## src/rtl/rv_retire_pkg.sv

```systemverilog
/* Shared retire-stage definitions
 * Word and byte-enable types, mcause exception codes,
 * retiring-operation encoding and the load-op helpers
 */
`default_nettype none

package rv_retire_pkg;

    parameter int TAG_WIDTH_DEFAULT = 4;        // Tag width unless the top overrides it

    typedef logic [31:0] word_t;                // Data or address word
    typedef logic [3:0]  byte_en_t;             // One enable per byte lane of a store

    // Machine-mode trap causes as written to mcause
    typedef enum logic [3:0] {
        EXC_NONE       = 4'd0,                  // No trap this cycle
        EXC_ILLEGAL    = 4'd2,                  // Illegal instruction
        EXC_BREAKPOINT = 4'd3,                  // ebreak
        EXC_ECALL_M    = 4'd11                  // ecall from M-mode
    } exc_code_t;

    // Operations that retire has to tell apart
    typedef enum logic [3:0] {
        OP_OTHER  = 4'd0,                       // ALU, branch, jump, CSR
        OP_LB     = 4'd1,                       // Signed byte load
        OP_LBU    = 4'd2,                       // Unsigned byte load
        OP_LH     = 4'd3,                       // Signed half load
        OP_LHU    = 4'd4,                       // Unsigned half load
        OP_LW     = 4'd5,                       // Word load
        OP_STORE  = 4'd6,                       // Any store width
        OP_ECALL  = 4'd7,
        OP_EBREAK = 4'd8,
        OP_MRET   = 4'd9
    } op_t;

    // True for every load width
    function automatic logic is_load(op_t op);
        return op inside {OP_LB, OP_LBU, OP_LH, OP_LHU, OP_LW};
    endfunction

    // True for the two halfword loads
    function automatic logic is_half_load(op_t op);
        return op inside {OP_LH, OP_LHU};
    endfunction

endpackage

`default_nettype wire

```

## src/rtl/load_align.sv

```systemverilog
/* Load alignment
 * Picks the byte or half lane of the memory read word
 * and sign- or zero-extends it to a full word
 */
`timescale 1ns/100ps
`default_nettype none

module load_align (
    input  rv_retire_pkg::op_t   op,            // Retiring operation
    input  logic [1:0]           addr_low,      // Byte offset of the load address
    input  rv_retire_pkg::word_t data_in,       // Raw word from memory
    output rv_retire_pkg::word_t load_data      // Aligned value for write-back
);
    import rv_retire_pkg::*;

    logic [7:0]  byte_lane;                     // Selected byte
    logic [15:0] half_lane;                     // Selected half
    logic        sign_ext;                      // Signed load flavour

    // Byte lane follows the full offset
    always_comb begin
        case (addr_low)
            2'b00:   byte_lane = data_in[7:0];
            2'b01:   byte_lane = data_in[15:8];
            2'b10:   byte_lane = data_in[23:16];
            default: byte_lane = data_in[31:24];
        endcase
    end

    assign half_lane = addr_low[1] ? data_in[31:16] : data_in[15:0];  // Upper or lower half
    assign sign_ext  = (op == OP_LB) || (op == OP_LH);               // LBU/LHU zero-extend

    always_comb begin
        case (op)
            OP_LB, OP_LBU: begin
                load_data = {{24{sign_ext & byte_lane[7]}}, byte_lane};   // Replicate MSB if signed
            end
            OP_LH, OP_LHU: begin
                load_data = {{16{sign_ext & half_lane[15]}}, half_lane};
            end
            default: begin
                load_data = data_in;            // LW and non-load ops pass the word
            end
        endcase
    end

    // Execute never issues a half load on an odd byte address
    always_comb begin
        assert final (!(is_half_load(op) && addr_low[0]))
            else $error("load_align: halfword load with odd address offset %0d", addr_low);
    end

endmodule

`default_nettype wire

```

## src/rtl/retire.sv

```systemverilog
/* Retire stage
 * Tag register and kill decision, write-back select,
 * jump and store gating, tag advance on control-flow events
 */
`timescale 1ns/100ps
`default_nettype none

module retire #(
    parameter int TAG_WIDTH = rv_retire_pkg::TAG_WIDTH_DEFAULT
) (
    input  logic                      clk,
    input  logic                      reset,
    input  logic                      exception,          // Illegal instruction flag
    input  rv_retire_pkg::op_t        op,                 // Retiring operation
    input  rv_retire_pkg::word_t      result0,            // ALU result or store data
    input  rv_retire_pkg::word_t      result1,            // Jump target or memory address
    input  logic                      jump,               // Branch unit decided to jump
    input  logic                      we,                 // Instruction writes rd
    input  logic [TAG_WIDTH-1:0]      tag_in,             // Tag issued with the instruction
    input  rv_retire_pkg::byte_en_t   we_mem_in,          // Store byte enables
    input  rv_retire_pkg::word_t      data_in,            // Memory read word
    input  logic                      interrupt_pending,
    output logic                      reg_we,             // Register bank write enable
    output rv_retire_pkg::word_t      wr_data,            // Register bank write data
    output logic                      jump_out,           // Redirect to fetch
    output rv_retire_pkg::word_t      new_pc,             // Redirect target
    output rv_retire_pkg::word_t      write_address,      // Store address
    output rv_retire_pkg::word_t      data_out,           // Store data
    output rv_retire_pkg::byte_en_t   write,              // Store byte enables to memory
    output logic [TAG_WIDTH-1:0]      curr_retire_tag,    // Tag expected from issue
    output logic                      raise_exception,
    output rv_retire_pkg::exc_code_t  exception_code,
    output logic                      machine_return,
    output logic                      interrupt_ack
);
    import rv_retire_pkg::*;

    logic [TAG_WIDTH-1:0] curr_tag;             // Current path tag
    logic                 killed;               // Instruction is from a flushed path
    logic                 live;                 // Instruction commits
    word_t                load_data;            // Aligned load value
    logic                 store_live;           // Store commits this cycle
    logic                 advance;              // Any taken control-flow event

    assign killed = (tag_in != curr_tag);       // Stale tag means wrong path
    assign live   = ~killed;

    load_align i_load_align (
        .op        (op),
        .addr_low  (result1[1:0]),              // Byte offset of the load address
        .data_in   (data_in),
        .load_data (load_data)
    );

    trap_select i_trap_select (
        .live              (live),
        .exception         (exception),
        .op                (op),
        .jump              (jump),
        .interrupt_pending (interrupt_pending),
        .raise_exception   (raise_exception),
        .exception_code    (exception_code),
        .machine_return    (machine_return),
        .interrupt_ack     (interrupt_ack)
    );

    // Write-back
    assign wr_data = is_load(op) ? load_data : result0;
    assign reg_we  = live & we;                 // Killed instructions never write rd

    // Redirect to fetch
    assign jump_out = live & jump;
    assign new_pc   = jump_out ? result1 : '0;

    // Store port idles at all zero
    assign store_live    = live & (we_mem_in != '0);
    assign write         = store_live ? we_mem_in : '0;
    assign write_address = store_live ? result1 : '0;
    assign data_out      = store_live ? result0 : '0;

    // Trap outputs are already gated by live inside trap_select
    assign advance = jump_out | raise_exception | machine_return | interrupt_ack;

    always_ff @(posedge clk) begin
        if (reset) begin
            curr_tag <= '0;
        end else if (advance) begin
            curr_tag <= curr_tag + 1'b1;        // Wraps modulo 2^TAG_WIDTH
        end
    end

    assign curr_retire_tag = curr_tag;

    // A wrong-path instruction must not redirect fetch
    assert property (@(posedge clk) disable iff (reset) killed |-> !jump_out)
        else $error("retire: jump_out raised for a killed instruction");

    // Nor touch memory
    assert property (@(posedge clk) disable iff (reset)
        killed |-> (write == '0) && (write_address == '0) && (data_out == '0))
        else $error("retire: store issued for a killed instruction");

    // Killed instructions leave the tag alone even when they carry a trap
    assert property (@(posedge clk) disable iff (reset) killed |=> curr_tag == $past(curr_tag))
        else $error("retire: tag advanced after a killed instruction");

endmodule

`default_nettype wire

```

## src/rtl/rv_retire_top.sv

```systemverilog
/* Retire top level
 * Wraps the retire stage and exposes the pipeline-side ports
 */
`timescale 1ns/100ps
`default_nettype none

module rv_retire_top #(
    parameter int TAG_WIDTH = rv_retire_pkg::TAG_WIDTH_DEFAULT   // Tag width for the whole stage
) (
    input  logic                      clk,
    input  logic                      reset,
    // From execute
    input  logic                      exception,
    input  rv_retire_pkg::op_t        op,
    input  rv_retire_pkg::word_t      result0,
    input  rv_retire_pkg::word_t      result1,
    input  logic                      jump,
    input  logic                      we,
    input  logic [TAG_WIDTH-1:0]      tag_in,
    input  rv_retire_pkg::byte_en_t   we_mem_in,
    // From memory and CSR file
    input  rv_retire_pkg::word_t      data_in,
    input  logic                      interrupt_pending,
    // To register bank
    output logic                      reg_we,
    output rv_retire_pkg::word_t      wr_data,
    // To fetch
    output logic                      jump_out,
    output rv_retire_pkg::word_t      new_pc,
    // To memory
    output rv_retire_pkg::word_t      write_address,
    output rv_retire_pkg::word_t      data_out,
    output rv_retire_pkg::byte_en_t   write,
    // To issue and CSR file
    output logic [TAG_WIDTH-1:0]      curr_retire_tag,
    output logic                      raise_exception,
    output rv_retire_pkg::exc_code_t  exception_code,
    output logic                      machine_return,
    output logic                      interrupt_ack
);

    retire #(
        .TAG_WIDTH (TAG_WIDTH)
    ) i_retire (
        .clk               (clk),
        .reset             (reset),
        .exception         (exception),
        .op                (op),
        .result0           (result0),
        .result1           (result1),
        .jump              (jump),
        .we                (we),
        .tag_in            (tag_in),
        .we_mem_in         (we_mem_in),
        .data_in           (data_in),
        .interrupt_pending (interrupt_pending),
        .reg_we            (reg_we),
        .wr_data           (wr_data),
        .jump_out          (jump_out),
        .new_pc            (new_pc),
        .write_address     (write_address),
        .data_out          (data_out),
        .write             (write),
        .curr_retire_tag   (curr_retire_tag),
        .raise_exception   (raise_exception),
        .exception_code    (exception_code),
        .machine_return    (machine_return),
        .interrupt_ack     (interrupt_ack)
    );

endmodule

`default_nettype wire

```

## src/rtl/trap_select.sv

```systemverilog
/* Trap priority
 * Turns illegal instruction, ecall, ebreak, mret and interrupt
 * into at most one trap event with its cause code
 */
`timescale 1ns/100ps
`default_nettype none

module trap_select (
    input  logic                      live,              // Instruction tag matches
    input  logic                      exception,         // Illegal instruction from decode
    input  rv_retire_pkg::op_t        op,                // Retiring operation
    input  logic                      jump,              // Taken jump this cycle
    input  logic                      interrupt_pending, // Enabled interrupt waiting
    output logic                      raise_exception,   // Synchronous exception to CSR file
    output rv_retire_pkg::exc_code_t  exception_code,    // mcause value for the exception
    output logic                      machine_return,    // mret retires
    output logic                      interrupt_ack      // Interrupt taken on this instruction
);
    import rv_retire_pkg::*;

    always_comb begin
        raise_exception = 1'b0;                 // Defaults hold when nothing fires
        exception_code  = EXC_NONE;
        machine_return  = 1'b0;
        interrupt_ack   = 1'b0;
        if (live) begin
            if (exception) begin
                raise_exception = 1'b1;         // Illegal beats everything
                exception_code  = EXC_ILLEGAL;
            end else if (op == OP_ECALL) begin
                raise_exception = 1'b1;
                exception_code  = EXC_ECALL_M;
            end else if (op == OP_EBREAK) begin
                raise_exception = 1'b1;
                exception_code  = EXC_BREAKPOINT;
            end else if (op == OP_MRET) begin
                machine_return = 1'b1;          // Return to mepc
            end else if (interrupt_pending && !jump) begin
                interrupt_ack = 1'b1;           // Never on a taken jump whose target would be lost
            end
        end
    end

    // One event per retiring instruction
    always_comb begin
        assert final ($onehot0({raise_exception, machine_return, interrupt_ack}))
            else $error("trap_select: more than one trap event raised");
    end

    // CSR file only samples the cause with raise_exception
    always_comb begin
        assert final (raise_exception || (exception_code == EXC_NONE))
            else $error("trap_select: cause %0d without raise_exception", exception_code);
    end

endmodule

`default_nettype wire

```

## config.mk

```make
export PLATFORM = sky130hd
export DESIGN_NAME = rv_retire_top
export DESIGN_NICKNAME = d
export VERILOG_FILES = /design/src/rtl/rv_retire_pkg.sv /design/src/rtl/load_align.sv /design/src/rtl/retire.sv /design/src/rtl/rv_retire_top.sv /design/src/rtl/trap_select.sv
export SDC_FILE = /design/constraint.sdc
export NUM_CORES = 1
export LEC_CHECK = 0
export ABC_AREA = 1
export BUFFER_PORTS_ARGS = -buffer_cell sky130_fd_sc_hd__buf_2
export CAP_MARGIN = 5
export CORE_AREA = 2 2 100 102
export CTS_CLUSTER_SIZE = 16
export DETAILED_ROUTE_END_ITERATION = 6
export DIE_AREA = 0 0 102 104
export GPL_TIMING_DRIVEN = 0
export PLACE_DENSITY = 0.73
export REMOVE_ABC_BUFFERS = 1
export SYNTH_ARGS = -nofsm -noshare
export SYNTH_HDL_FRONTEND = slang
export SYNTH_SLANG_ARGS = --single-unit
```

## constraint.sdc

```tcl
create_clock -name clk -period 3.4 [get_ports clk]
set_input_delay 0.68 -clock clk [delete_from_list [all_inputs] [get_ports clk]]
set_output_delay 0.68 -clock clk [all_outputs]
set_load 0.05 [all_outputs]
```

==> out/results.tsv, run 1 <==
stage	metric	value	unit
outcome	status	complete, no violations	
timing	Final Cycle Share	92.8	%
placement	dpl cell area	0.00366	sq mm
floorplanning	Die X	102	um
critical_path	Critical Path Fanout Max	13	
placement	DP HPWL	8.97	mm
yosys	most numerous cell in the Yosys netlist	inv_1	
detailed_routing	wire per inst	12.4	um
timing	Hold Slack	0.566	ns
critical_path	crit-path cells	buf_2, inv_1, nand2_1, nand2_1, nand2_1, nor2_4, o41ai_4, buf_4, buf_4, buf_4, buf_4, nor2_1, buf_2	
detailed_routing	vias per inst	4.29	
timing	max-slew violation count	0	
critical_path	Most common cell on crit path	buf_4	
global_route	Overflow after GRT	0	
floorplanning	DIE AREA	0.0106	sq mm
yosys	Post-synth ARST share	0	%
timing	Slew HR	64.1	%
detailed_routing	drt initial violations	174	
global_route	largest net degree at the start of global routing	35	
clock_tree	Num Clock Sinks	4	
yosys	Netlist cell types	33	
floorplanning	Core ar.	0.00955	sq mm
critical_path	Critical Path RT	2.72	ns
finish	nets	869	
finish	area grow syn2layout	62.9	%
yosys	cell taking the most area after synthesis	inv_1	
detailed_routing	vias post-DR	3796	
min_path	Hold Path End	i_retire.curr_retire_tag[3]	
yosys	Synth top cells by count	inv_1, nand2_1, nor2_1	
clock_tree	TritonCTS clock tree	built	
finish	Final Util	39.8	%
critical_path	CP max stage delay	0.27	ns
floorplanning	Initial Util	24.5	%
clock_tree	Clock Path Buffers	2	
flow_run	max-cap violations	0	
yosys	average cell area after synthesis	4.63	sq um
yosys	Area contributors post-synth	inv_1, nand2_1, nor2_1, o21ai_0, o211ai_1	
timing	Worst-Margin Slew	0.537	ns
finish	Largest register FFs	4	
critical_path	critical path endpoint category	primary output	
timing	final setup vio count	0	
critical_path	Critical Path Slowest Stage Cell	buf_2	
placement	Port Buffer Count	257	
power_and_ir_drop	leakage power	2.74	nW
global_route	Total GRT Usage	18.9	%
critical_path	startpoint types	input port	
clock_tree	Skew-Pair Late Insertion Delay	0.21	ns
detailed_routing	DR DRC count	0	
global_route	initial antenna violation count	0	
yosys	Seq/Total Area, Yosys	3.43	%
critical_path	reg2reg start	i_retire.curr_retire_tag[2]	
critical_path	reg2reg path depth	8	
power_and_ir_drop	PwrDens	210	mW/mm^2
clock_tree	H-tree lvl count	1	
global_route	vias in the first global route	3339	
floorplanning	row cnt	36	
yosys	YS warnings	0	
finish	antenna cells	0	
critical_path	FF-to-FF setup slack	1.84	ns
yosys	Synth top area share	18.6	%
timing	clk_skew	0.00202	ns
min_path	Hold Path Class	reg2reg	
detailed_routing	1st-pass router iterations	5	
min_path	Hold Startpoint	i_retire.curr_retire_tag[3]	
clock_tree	clock root buffer	clkbuf_8	
finish	final instance area	0.00380	sq mm
yosys	cell area after synthesis	0.00234	sq mm
min_path	hold path cells	2	
floorplanning	die height	104	um
placement	gpl congestion	0.843	
yosys	number of register bits inferred by synthesis	4	
detailed_routing	drt total wl	11.0	mm
floorplanning	io pins	259	
critical_path	r2r endpoint	i_retire.curr_retire_tag[1]	
critical_path	critical path class	in2out	
timing	Fmax	317	MHz
yosys	synthesized instance count	504	
yosys	prevailing post-synth register cell	dfxtp_1	
global_route	first-pass GRT wire length	16.3	mm
clock_tree	Reg clk slew, reported paths	0.03	ns
timing	RSZ-0062 raised after global routing	no	
timing	Hold Fails Final Rpt	0	
finish	ratio of cells with drive above 1 in the final layout	40.3	%
power_and_ir_drop	Peak VDD IR	0.165	mV
clock_tree	cts bufs inserted	3	
critical_path	critical path arrival	2.48	ns
yosys	EDFF count, synth	0	
timing	Tmin final	3.16	ns
detailed_routing	antenna-violating nets left	0	
==> layout by cell type (no fill, tap or decap), drive strengths merged <==
master	n
buf	271
inv	127
nand2	121
nor2	119
o21ai	53
nand3	18
o211ai	13
o221ai	6
a21oi	4
dfxtp	4
xnor2	3
clkbuf	3
nand4	2
nor3	2
a31oi	1
o41ai	1
a211oi	1
xor2	1
ha	1
conb	1
==> worst max-delay path, delay by kind of cell <==
family                 cells  cell delay, ns
buffers and inverters      7            1.15
and+or+nand+nor            5            0.48
AOI/OAI and AO/OA          1            0.16
==> routing by layer <==
layer,GRT usage [%],up-vias,share of wire (%)
met5,0,-,0
met4,3.05,0,1.2
met3,2.42,10,7.5
met2,35.1,181,49
met1,23.0,1607,43
li1,-,1998,-
==> power by group <==
group          internal (W)  switching [W]  total [W]
registers         0.0000483     0.00000180  0.0000501
clock network     0.0000754      0.0000234  0.0000988
logic              0.000174       0.000476   0.000649
total              0.000297       0.000501   0.000798
==> layout make-up <==
cell class / instances / area, sq um
fillers: 1117 / 5740
clock buffers: 3 / 41.3
well taps: 133 / 166
multi-input cells: 347 / 1650
flip-flops and latches: 4 / 80.1
repair buffers: 271 / 1390
inverters: 127 / 479
==> worst max-delay path by stage <==
stage,from,to,depth (start not counted)
2_1_floorplan,we_mem_in[1],data_out[0],2
3_3_place_gp,we_mem_in[1],write_address[12],4
3_5_place_dp,op[2],wr_data[11],11
4_1_cts,we_mem_in[1],write_address[1],8
5_1_grt,tag_in[1],data_out[24],13
6_report,tag_in[0],data_out[1],13
==> kinds of logic (layout without fill, tap and decap cells) <==
| kind of cell | Yosys count | after routing | share of synthesized area (%) |
|---|---|---|---|
| simple gates | 261 | 262 | 46.1 |
| xor+xnor | 4 | 4 | 1.50 |
| compound gates | 79 | 79 | 20.2 |
| flops | 4 | 4 | 3.43 |
| other cells | 1 | 1 | 0.161 |
| buf+inv | 154 | 401 | 28.1 |
| fa+ha+maj | 1 | 1 | 0.536 |
==> through the flow <==
| stage | power, W | TNS (ns) | std cells | setup slack (ns) |
|---|---|---|---|---|
| floorplan | 0.000486 | -310.54 | 477 | -4.63 |
| global placement | 0.000687 | -405.66 | 867 | -6.39 |
| detailed placement | 0.000686 | -10.04 | 873 | -0.523 |
| CTS | 0.000794 | 0 | 879 | 0.0692 |
| global route | 0.000859 | 0 | 885 | 0.0602 |
| finish | 0.000798 | 0 | 885 | 0.245 |
==> what timing repair did <==
| item | in CTS | in global routing |
|---|---|---|
| setup endpoints to repair | 32 | 27 |
| resized for setup | 1 | 4 |
| pin swaps | 2 | 1 |
| buffers inserted | 2 | 6 |
| hold buffers | 0 | 0 |
| gates cloned | 1 | 0 |
Power figures use the tool's default switching activity.
==> inputs of run 2 (changes only) <==
--- a/config.mk
+++ b/config.mk
@@ -14,7 +14,6 @@
 export DIE_AREA = 0 0 102 104
 export GPL_TIMING_DRIVEN = 0
 export PLACE_DENSITY = 0.73
-export REMOVE_ABC_BUFFERS = 1
 export SYNTH_ARGS = -nofsm -noshare
 export SYNTH_HDL_FRONTEND = slang
 export SYNTH_SLANG_ARGS = --single-unit
==> out/results.tsv, run 2 (synthesis results as in run 1) <==
stage	metric	value	unit
outcome	status	complete, no violations	
floorplanning	DIE AREA	0.0106	sq mm
placement	DP HPWL	9.78	mm
clock_tree	PostCTS Resize Cnt	0	
timing	RSZ-0062 raised after global routing	no	
critical_path	Critical Path RT	2.72	ns
critical_path	startpoint types	input port	
power_and_ir_drop	sequential power share	6.2	%
floorplanning	die height	104	um
finish	fillers	1138	
power_and_ir_drop	total power	0.000805	W
finish	Largest register FFs	4	
power_and_ir_drop	P_int	0.000302	W
global_route	vias in the first global route	3628	
power_and_ir_drop	Peak VDD IR	0.134	mV
detailed_routing	DR DRC count	0	
timing	Final Cycle Share	91.8	%
timing	final setup TNS	0	ns
global_route	initial antenna violation count	0	
timing	Worst-Margin Slew	0.711	ns
finish	antenna cells	0	
timing	final setup vio count	0	
timing	clk_skew	0.000589	ns
critical_path	critical path class	in2out	
clock_tree	H-tree lvl count	1	
clock_tree	Reg clk slew, reported paths	0.03	ns
finish	nets	880	
global_route	largest net degree at the start of global routing	11	
critical_path	Critical Path Fanout Max	10	
finish	area grow syn2layout	63.7	%
floorplanning	Core ar.	0.00955	sq mm
clock_tree	Skew-Pair Late Insertion Delay	0.22	ns
power_and_ir_drop	leakage power	2.77	nW
finish	ratio of cells with drive above 1 in the final layout	40.4	%
clock_tree	cts bufs inserted	3	
detailed_routing	vias post-DR	3844	
critical_path	critical path endpoint category	primary output	
floorplanning	Die X	102	um
placement	gpl congestion	0.929	
floorplanning	row cnt	36	
detailed_routing	drt total wl	11.3	mm
global_route	Total GRT Usage	20.3	%
critical_path	critical path arrival	2.44	ns
power_and_ir_drop	Sw Share	62.5	%
power_and_ir_drop	Comb pwr share	81.1	%
detailed_routing	1st-pass router iterations	4	
floorplanning	io pins	259	
power_and_ir_drop	Clock power frac	12.7	%
yosys	syn_nets	619	
global_route	first-pass GRT wire length	17.3	mm
clock_tree	Clock Path Buffers	2	
detailed_routing	drt initial violations	197	
floorplanning	Initial Util	24.5	%
detailed_routing	antenna-violating nets left	0	
timing	Fmax	321	MHz
power_and_ir_drop	Sw Pwr	0.000503	W
detailed_routing	wire per inst	12.6	um
min_path	Hold Path Class	reg2reg	
finish	most common cell after layout, fill and taps aside	buf_2	
timing	max-slew violation count	0	
flow_run	max-cap violations	0	
power_and_ir_drop	PwrDens	210	mW/mm^2
timing	Slew HR	52.0	%
clock_tree	TritonCTS clock tree	built	
clock_tree	Post-CTS Setup Inserts	0	
clock_tree	hold_buf cts	0	
placement	Port Buffer Count	256	
global_route	Overflow after GRT	0	
finish	commonest non-fill, non-tap cells in the layout	buf_2, inv_1, nand2_1, nor2_1, o21ai_0	
clock_tree	clock root buffer	clkbuf_8	
timing	Hold Fails Final Rpt	0	
clock_tree	Num Clock Sinks	4	
detailed_routing	vias per inst	4.29	
timing	Tmin final	3.12	ns
[run 2: changes by cell type in the layout (fill, tap and decap cells not counted), moves of 4 or more]
cell / delta
buf_2: +11
buf_4: -8
buf_6: +5
clkbuf_1: +4
[run 2: power groups by stage]
stage	clock network [W]	registers (W)	logic, W
final	0.000102	0.0000501	0.000653
after global routing	0.000108	0.0000502	0.000708
after CTS	0.000103	0.0000501	0.000656
after detailed placement	0	0.0000508	0.000654
after global placement	0	0.0000507	0.000651
after floorplan	0	0.0000536	0.000454
[run 2: through the flow]
stage / area [sq um] / worst slack (ns) / cells / hold WS (ns) / util, %
floorplan: 2340 / 0.144 / 504 / 0.749 / -
global placement: 3780 / 0.184 / 893 / 0.580 / 39.6
detailed placement: 3780 / 0.192 / 893 / 0.578 / 39.6
CTS: 3820 / 0.172 / 896 / 0.583 / 40.1
global route: 3820 / 0.0318 / 896 / 0.617 / 40.1
finish: 3820 / 0.280 / 896 / 0.577 / 40.1
[run 2: worst max-delay path, cell delays in order]
cell and delay (ns):
buf_2 0.11, o41ai_1 0.69, clkbuf_1 0.57, nor2_1 0.14, buf_2 0.25
[run 2: layout make-up]
cell class	instances	area (sq um)	area share (%)
well taps	133	166	4.35
plain buffers	27	176	4.61
multi-input cells	346	1600	41.8
inverters	127	479	12.5
flip-flops and latches	4	80.1	2.09
clock buffers	3	41.3	1.08
repair buffers	256	1280	33.5
[run 2: final timing paths]
check                              startpoint                     endpoint  slack [ns]  cells after the start
setup / recovery                 we_mem_in[1]                  data_out[4]        0.28                      5
hold / removal    i_retire.curr_retire_tag[3]  i_retire.curr_retire_tag[3]        0.58                      2
setup reg to reg  i_retire.curr_retire_tag[0]  i_retire.curr_retire_tag[0]        1.83                      9
hold reg to reg   i_retire.curr_retire_tag[3]  i_retire.curr_retire_tag[3]        0.58                      2
[run 2: per-layer routing]
layer,global-route usage [%],share of wire (%),vias up
met2,36.6,48,173
met5,0,0,-
li1,-,-,2023
met1,24.3,43,1636
met4,5.24,1.6,0
met3,3.63,7.6,12
